[config.mk]
export PLATFORM = sky130hd
export DESIGN_NAME = osd_config_top
export DESIGN_NICKNAME = d
export VERILOG_FILES = /design/src/rtl/osd_pkg.sv /design/src/rtl/osd_config_top.sv /design/src/rtl/osd_dip_decoder.sv /design/src/rtl/osd_status_regs.sv
export SDC_FILE = /design/constraint.sdc
export NUM_CORES = 1
export LEC_CHECK = 0
export ABC_CLOCK_PERIOD_IN_PS = 2200
export BUFFER_PORTS_ARGS = -buffer_cell sky130_fd_sc_hd__clkbuf_2
export CAP_MARGIN = 20
export CORE_MARGIN = 1
export CORE_UTILIZATION = 50
export CTS_BUF_LIST = sky130_fd_sc_hd__clkbuf_16
export CTS_CLUSTER_SIZE = 12
export DETAILED_ROUTE_END_ITERATION = 16
export GPL_ROUTABILITY_DRIVEN = 0
export PLACE_DENSITY = 0.79
export SYNTH_ARGS = -nofsm -noshare
export SYNTH_HDL_FRONTEND = slang
export SYNTH_SLANG_ARGS = --single-unit
[constraint.sdc]
create_clock -name clk -period 2.2 [get_ports clk]
set_input_delay 0.44 -clock clk [delete_from_list [all_inputs] [get_ports clk]]
set_output_delay 0.44 -clock clk [all_outputs]
set_load 0.05 [all_outputs]
[src/rtl/osd_pkg.sv]
package osd_pkg;

    // widths that carry a meaning
    typedef logic [63:0] status_t;    // OSD status word from the menu controller
    typedef logic [6:0]  core_mod_t;  // core mode, bit 0 marks a vertical game
    typedef logic [11:0] ar_t;        // one HDMI aspect ratio term
    typedef logic [3:0]  apb_addr_t;
    typedef logic [31:0] apb_data_t;

    // APB request from the host side
    typedef struct packed {
        logic      psel;
        logic      penable;
        logic      pwrite;
        apb_addr_t paddr;
        apb_data_t pwdata;
    } apb_req_t;

    // APB response back to the host
    typedef struct packed {
        apb_data_t prdata;
        logic      pready;   // tied high, slave never stalls
        logic      pslverr;
    } apb_rsp_t;

    // video settings handed to the scaler and HDMI path
    typedef struct packed {
        ar_t        hdmi_arx;
        ar_t        hdmi_ary;
        logic [1:0] rotate;      // {flip, rotate 90}
        logic       rot_control; // rotate player controls instead of screen
        logic [2:0] scanlines;
        logic       bw_en;
        logic       blend_en;
        logic       en_mixing;
    } video_cfg_t;

    // audio settings
    typedef struct packed {
        logic       enable_fm;
        logic       enable_psg;
        logic [1:0] fxlevel;     // FX volume
    } audio_cfg_t;

    // game DIP switches, all active low like the original boards
    typedef struct packed {
        logic dip_pause;
        logic dip_test;
        logic dip_flip;
    } game_dip_t;

    // register map
    localparam apb_addr_t ADDR_STATUS_LO = 4'h0; // status[31:0]
    localparam apb_addr_t ADDR_STATUS_HI = 4'h4; // status[63:32]
    localparam apb_addr_t ADDR_CORE_MOD  = 4'h8; // core mode in bits 6:0

    // native 4:3 screen
    localparam ar_t ARX_DEFAULT = 12'd4;
    localparam ar_t ARY_DEFAULT = 12'd3;

endpackage

[src/rtl/osd_config_top.sv]
`timescale 1ns/1ns

module osd_config_top (
    input  logic                 clk,
    input  logic                 rst_n,
    input  osd_pkg::apb_req_t    apb_req,
    output osd_pkg::apb_rsp_t    apb_rsp,
    input  logic                 game_pause,
    input  logic                 game_test,
    output osd_pkg::video_cfg_t  video_cfg,
    output osd_pkg::audio_cfg_t  audio_cfg,
    output osd_pkg::game_dip_t   game_dip
);

    osd_pkg::status_t   status;    // full OSD word from the host
    osd_pkg::core_mod_t core_mod;

    // APB register bank
    osd_status_regs u_regs (
        .clk      (clk),
        .rst_n    (rst_n),
        .apb_req  (apb_req),
        .apb_rsp  (apb_rsp),
        .status   (status),
        .core_mod (core_mod)
    );

    // one more edge to reach the outputs
    osd_dip_decoder u_dec (
        .clk        (clk),
        .rst_n      (rst_n),
        .status     (status),
        .core_mod   (core_mod),
        .game_pause (game_pause),
        .game_test  (game_test),
        .video_cfg  (video_cfg),
        .audio_cfg  (audio_cfg),
        .game_dip   (game_dip)
    );

endmodule

[src/rtl/osd_dip_decoder.sv]
`timescale 1ns/1ns

module osd_dip_decoder (
    input  logic                 clk,
    input  logic                 rst_n,
    input  osd_pkg::status_t     status,
    input  osd_pkg::core_mod_t   core_mod,
    input  logic                 game_pause,
    input  logic                 game_test,
    output osd_pkg::video_cfg_t  video_cfg,
    output osd_pkg::audio_cfg_t  audio_cfg,
    output osd_pkg::game_dip_t   game_dip
);

    logic                tate;       // vertical game (tate in Japanese)
    logic                rot_ctrl;
    logic                flip_n;     // active low flip switch
    logic [1:0]          ar;         // aspect ratio menu choice
    logic [1:0]          vmode;      // video mode menu choice
    osd_pkg::video_cfg_t video_nxt;
    osd_pkg::audio_cfg_t audio_nxt;
    osd_pkg::game_dip_t  dip_nxt;

    assign tate     = core_mod[0];
    assign rot_ctrl = status[2];
    assign flip_n   = ~status[1];
    assign ar       = status[17:16];
    assign vmode    = status[4:3];

    // video settings
    always_comb begin
        video_nxt = '0;

        // scanlines, bw, blend by mode
        case (vmode)
            2'd0: begin                     // pass-through
                video_nxt.scanlines = 3'd0;
                video_nxt.bw_en     = 1'b0;
                video_nxt.blend_en  = 1'b0;
            end
            2'd1: begin                     // linear interpolation
                video_nxt.scanlines = 3'd0;
                video_nxt.bw_en     = 1'b0;
                video_nxt.blend_en  = 1'b1;
            end
            2'd2: begin                     // analogue look
                video_nxt.scanlines = 3'd0;
                video_nxt.bw_en     = 1'b1;
                video_nxt.blend_en  = 1'b1;
            end
            default: begin                  // analogue plus scanlines
                video_nxt.scanlines = 3'd1;
                video_nxt.bw_en     = 1'b1;
                video_nxt.blend_en  = 1'b1;
            end
        endcase

        video_nxt.en_mixing   = ~status[3];
        video_nxt.rot_control = rot_ctrl;
        // upper bit is flip, lower bit turns the screen
        video_nxt.rotate      = {~flip_n, tate & ~rot_ctrl};

        // aspect ratio
        if (ar == 2'd0) begin
            if (tate) begin                 // vertical game, swap terms
                video_nxt.hdmi_arx = osd_pkg::ARY_DEFAULT;
                video_nxt.hdmi_ary = osd_pkg::ARX_DEFAULT;
            end else begin
                video_nxt.hdmi_arx = osd_pkg::ARX_DEFAULT;
                video_nxt.hdmi_ary = osd_pkg::ARY_DEFAULT;
            end
        end else begin
            // wide modes, HDMI side picks the ratio code
            video_nxt.hdmi_arx = osd_pkg::ar_t'(ar - 2'd1);
            video_nxt.hdmi_ary = '0;
        end
    end

    // audio
    always_comb begin
        audio_nxt.enable_fm  = ~status[9];
        audio_nxt.enable_psg = ~status[8];
        audio_nxt.fxlevel    = status[7:6] ^ 2'b10;  // menu order differs from level
    end

    // game switches, all active low
    always_comb begin
        dip_nxt.dip_pause = ~game_pause;
        dip_nxt.dip_test  = ~(status[10] | game_test);  // OSD or cabinet test button
        dip_nxt.dip_flip  = flip_n;
    end

    // every setting registered once
    always_ff @(posedge clk or negedge rst_n) begin
        if (!rst_n) begin
            video_cfg <= '0;
            audio_cfg <= '0;
            game_dip  <= '0;
        end else begin
            video_cfg <= video_nxt;
            audio_cfg <= audio_nxt;
            game_dip  <= dip_nxt;
        end
    end

    // portrait ratio only with the screen or the controls turned
    a_portrait_is_tate: assert property (
        @(posedge clk) disable iff (!rst_n)
        (video_cfg.hdmi_ary == osd_pkg::ARX_DEFAULT)
            |-> (video_cfg.rotate[0] | video_cfg.rot_control)
    );

    // scanline mode shares bit 3 with the mixer switch
    a_scan_mutes_mix: assert property (
        @(posedge clk) disable iff (!rst_n)
        (video_cfg.scanlines != 3'd0) |-> !video_cfg.en_mixing
    );

endmodule

[src/rtl/osd_status_regs.sv]
`timescale 1ns/1ns

module osd_status_regs (
    input  logic                clk,
    input  logic                rst_n,
    input  osd_pkg::apb_req_t   apb_req,
    output osd_pkg::apb_rsp_t   apb_rsp,
    output osd_pkg::status_t    status,
    output osd_pkg::core_mod_t  core_mod
);

    logic               access;     // access phase of a transfer
    logic               hit_lo;
    logic               hit_hi;
    logic               hit_mod;
    logic               addr_ok;    // address is one of the three mapped regs
    osd_pkg::apb_data_t rd_data;
    logic [31:0]        status_lo;
    logic [31:0]        status_hi;
    osd_pkg::core_mod_t core_mod_q;

    assign access  = apb_req.psel & apb_req.penable;
    assign hit_lo  = apb_req.paddr == osd_pkg::ADDR_STATUS_LO;
    assign hit_hi  = apb_req.paddr == osd_pkg::ADDR_STATUS_HI;
    assign hit_mod = apb_req.paddr == osd_pkg::ADDR_CORE_MOD;
    assign addr_ok = hit_lo | hit_hi | hit_mod;

    // register writes land on the access phase edge
    always_ff @(posedge clk or negedge rst_n) begin
        if (!rst_n) begin
            status_lo  <= '0;
            status_hi  <= '0;
            core_mod_q <= '0;
        end else if (access && apb_req.pwrite) begin
            if (hit_lo) begin
                status_lo <= apb_req.pwdata;
            end
            if (hit_hi) begin
                status_hi <= apb_req.pwdata;
            end
            if (hit_mod) begin
                core_mod_q <= apb_req.pwdata[6:0]; // upper bits dropped
            end
        end
    end

    // readback mux, only driven during access
    always_comb begin
        rd_data = '0;
        if (access && !apb_req.pwrite) begin
            if (hit_lo) begin
                rd_data = status_lo;
            end else if (hit_hi) begin
                rd_data = status_hi;
            end else if (hit_mod) begin
                rd_data = {25'd0, core_mod_q};  // unused bits read zero
            end
        end
    end

    assign apb_rsp.prdata  = rd_data;
    assign apb_rsp.pready  = 1'b1;               // zero wait states
    assign apb_rsp.pslverr = access & ~addr_ok;  // unmapped address

    assign status   = {status_hi, status_lo};
    assign core_mod = core_mod_q;

    // access phase always comes right after a setup cycle
    a_access_after_setup: assert property (
        @(posedge clk) disable iff (!rst_n)
        (apb_req.psel && apb_req.penable) |-> $past(apb_req.psel && !apb_req.penable)
    );

    // unmapped access leaves every register alone
    a_err_keeps_regs: assert property (
        @(posedge clk) disable iff (!rst_n)
        apb_rsp.pslverr |=> ($stable(status) && $stable(core_mod))
    );

endmodule

## Word-level counts from Yosys, hierarchy flattened

Index checks and enable logic that the tools add are counted.

- $add $sub $neg: 1
- Equal/unequal tests: 4
- Muxes and demuxes: 7
- Bitwise operators: 15
- Reduce and logical (&&, ||, !) cells: 9

Operators with widths:

| cell | number |
|---|---|
| $mux 32 | 3 |
| $mux 24 | 1 |
| $mux 15 | 1 |
| $not 1->1 | 9 |
| $pmux 3 s3 | 1 |
| $mux 7 | 1 |
| $reduce_and 2->1 | 3 |
| $eq 4x3->1 const B | 1 |
| $eq 4x4->1 const B | 1 |
| $logic_not 2->1 | 2 |
| $logic_not 4->1 | 1 |
| $and 1x1->1 | 3 |
| $or 1x1->1 | 3 |
| $sub 2x1->3 const B | 1 |
| $eq 2x1->1 const B | 1 |
| $eq 2x2->1 const B | 1 |
| $logic_and 1x1->1 | 2 |
| $logic_not 1->1 | 1 |

- Register bits: 109
- Bits of input ports: 43
- Word-level logic and storage cells: 53

## Logic depth before layout (Yosys ltp)

- Word-level depth: 5
- Gate-level depth with buffers: 6

## Cells and area by module

Synthesis repeated with hierarchy kept, for this count alone.

- Cells, all modules: 319
- Area, all modules: 4,032.6 sq um

By module, submodules not included:

| module | instances | cells each | area an instance (sq um) |
|---|---|---|---|
| osd_status_regs | 1 | 261 | 3,291.9 |
| osd_dip_decoder | 1 | 58 | 740.7 |

## Least setup slack after synthesis

No wires, ideal clock.

- Path kind: input-to-output
- From: in apb_req[36] in the netlist's numbering
- To: out apb_rsp[3] in the netlist's numbering
- Arrival time: 2.496 ns
- Path slack: -0.736 ns
- Cell stages on the path: 4
- Path buffers: 1
- Cell sequence: nand3b_1 or3_2 clkbuf_1 a211oi_1

RTL lines:

| element | RTL line | text |
|---|---|---|
| from (decl) | osd_config_top.sv:6 | `input osd_pkg::apb_req_t apb_req,` |
| to (decl) | osd_config_top.sv:7 | `output osd_pkg::apb_rsp_t apb_rsp,` |

==> results.py <==
metrics = {
    "status": {
        "outcome": "finished clean",
    },
    "clocking": {
        "cts_buffer_depth": 2,
        "hold_buffers": 0,
        "htreeDepth": 3,
        "cts_tree": "done",
        "cts_sinks": 91,
        "cts_made_buffers": 9,
        "root_buffer": "clkbuf_16",
        "worstSkewPairLatency_ns": 0.33,
        "postCtsSetupBuffers": 0,
        "clkTransAtPathRegs_ns": 0.06,
    },
    "setup_path": {
        "required_ns": 1.76,
        "critPathArrivalTime_ns": 1.73,
        "critPathSlowestCell": "or3_4",
        "end_kind": "output pin",
        "max_stage_delay_ns": 0.50,
        "critical_path_class": "input port to output pin",
        "critPathLaunchType": "input port",
        "path_cells": "clkbuf_2 > buf_4 > or3_4 > a211oi_4 > clkbuf_4",
        "critical_path.max_fanout": 7,
    },
    "route": {
        "post_drt_wl_per_cell_um": 16.1,
        "vias_per_cell": 5.21,
        "vias": 2744,
        "final_antenna_net_count": 0,
        "dr.pass1.iters": 4,
        "wirelength_mm": 8.50,
        "first_iter_violations": 116,
        "drcViolationCount": 0,
    },
    "die": {
        "coreArea_sq_um": 8180,
        "num_rows": 33,
        "initial_core_util_pct": 51.4,
        "die_w_um": 93.7,
        "fp.dieH_um": 93.7,
        "pin_count": 117,
        "dieArea_sq_um": 8780,
    },
    "grt": {
        "grt_util_all_layers_pct": 21.2,
        "grt_max_degree": 92,
        "antenna_found_initial": 0,
        "grt_pass1_wl_mm": 13.9,
        "grt_pass1_vias": 2844,
        "grt-ovfl-total": 0,
    },
    "sta": {
        "rsz0062_at_grt": "no",
        "period_share_pct": 98.4,
        "setup_viol": 0,
        "tightest_slew_ns": 0.679,
        "worst_slack_ns": 0.0344,
        "fin_skew_ns": 0.00241,
        "fin_hold_ws_ns": 0.111,
        "drv_slew": 0,
        "max_freq_ghz": 0.462,
        "setup_tns_ns": 0,
        "maxSlewHeadroom_pct": 54.7,
        "final_hold_viol_count": 0,
        "period_needed_ns": 2.17,
    },
    "logic_synthesis": {
        "synth_edf_count": 0,
        "async_flop_share_pct": 100,
        "synthFlopType": "dfrtp_1",
        "syn_inst": 317,
        "synth-seq-cells": 91,
        "yosysSeqAreaShare_pct": 54.2,
        "syn_area_per_cell_sq_um": 13.3,
        "yosys_warnings": 0,
        "synth_area_sq_um": 4210,
        "synth.distinct_cells": 31,
    },
    "finish": {
        "syn2layout_area_growth_pct": 29.2,
        "final_cell_mix": "91 x dfrtp_1, 74 x clkbuf_2, 40 x mux2_2, 30 x mux2_4, 25 x a22oi_1",
        "drive_gt1_share_pct": 57.6,
        "final_common_cell": "dfrtp_1",
        "n_antenna_cell": 0,
        "nNetsFinal": 460,
        "fin_cells": 527,
    },
    "pwr": {
        "power_density_nw_per_um2": 803,
        "p_total_mw": 4.36,
        "ir_drop_uv": 390,
        "power_leakage_nw": 2.56,
    },
    "worst_hold_path": {
        "hp-class": "input port to asynchronous set/reset pin",
    },
    "placement": {
        "dp_hpwl_mm": 5.68,
        "place_ws_ns": -0.119,
        "dpl.cell_count": 511,
        "port_buffers": 104,
    },
    "job": {
        "max-cap-violations": 0,
    },
}
layout make-up:
type | count | area [sq um]
multi-input cells | 183 | 1850
clock buffers | 9 | 225
repair buffers | 119 | 833
fillers | 620 | 2740
well taps | 105 | 131
flip-flops and latches | 91 | 2280
inverters | 13 | 48.8
clock inverters | 7 | 67.6
worst max-delay path, delay by kind of cell:
kind                   cells  cell delay, ns
buffers and inverters      3            0.58
and+or+nand+nor            1            0.50
AOI/OAI and AO/OA          1            0.21
where the power goes:
part	total (mW)	switching [mW]	internal [mW]	leakage, nW
Clock	1.52	0.647	0.877	0.145
Combinational	0.814	0.509	0.305	1.23
Sequential	2.03	0.127	1.90	1.18
Total	4.36	1.28	3.08	2.56
worst paths after layout:
path / cells after the start / slack [ns] / endpoint / startpoint
setup / recovery: 5 / 0.03 / apb_rsp[3] / apb_req[33]
hold / removal: 2 / 0.11 / u_dec.video_cfg[2]$_DFF_PN0_ / rst_n
setup reg to reg: 2 / 1.26 / u_dec.video_cfg[22]$_DFF_PN0_ / u_regs.status_lo[17]$_DFFE_PN0P_
hold reg to reg: 0 / 0.43 / u_dec.video_cfg[8]$_DFF_PN0_ / u_regs.status_lo[1]$_DFFE_PN0P_
max in group asynchronous: 2 / 1.66 / u_dec.video_cfg[8]$_DFF_PN0_ / rst_n
min in group clk: 2 / 0.23 / u_dec.game_dip[2]$_DFF_PN0_ / game_pause
per-stage QoR:
stage / cell area, sq um / util, %
final: 5430 / 66.4
after global routing: 5430 / 66.4
after CTS: 5390 / 65.9
after detailed placement: 5080 / 62.2
after global placement: 5080 / 62.2
after floorplan: 4510 / -
metal layers:
layer  GRT usage [%]  routed length [um]  share of wire [%]
met1            27.2                3710                 44
met2            34.8                4210                 50
met5               0                   0                  0
met4            7.69                 150                1.8
met3            5.10                 426                5.0
state kept, by name, indices dropped and copies added, names as in the netlist:
signal            count
u_regs.status_lo     32
u_regs.core_mod       7
u_dec.audio_cfg       4
u_dec.video_cfg      13
u_dec.game_dip        3
u_regs.status_hi     32
cells in the mapped netlist (5+ instances only):
library cell	instances	share of area, %
a22oi_1	25	4.5
clkbuf_1	7	0.62
a22o_1	7	1.5
inv_1	13	1.2
buf_6	5	1.3
mux2_2	40	11
nor3_1	7	0.83
dfrtp_1	91	54
nor2_1	34	3.0
nand2b_1	8	1.2
mux2_4	30	11
buf_4	21	3.7
buf_2	5	0.59
timing repair:
item / CTS / global route
endpoints found under the hold margin: 0 / 0
setup endpoints to repair: 6 / 23
resized for setup: 3 / 42
logic make-up (layout without fill, tap and decap cells):
group                  after synthesis  after routing  share of synthesized area (%)
AOI/OAI and AO/OA                   36             36                           6.63
buffers and inverters               54            148                           8.90
DFF                                 91             91                           54.2
muxes                               71             71                           21.7
other                                2             13                          0.179
and+or+nand+nor                     63             63                           8.45
Note: power is estimated with default switching activity, not from simulation.
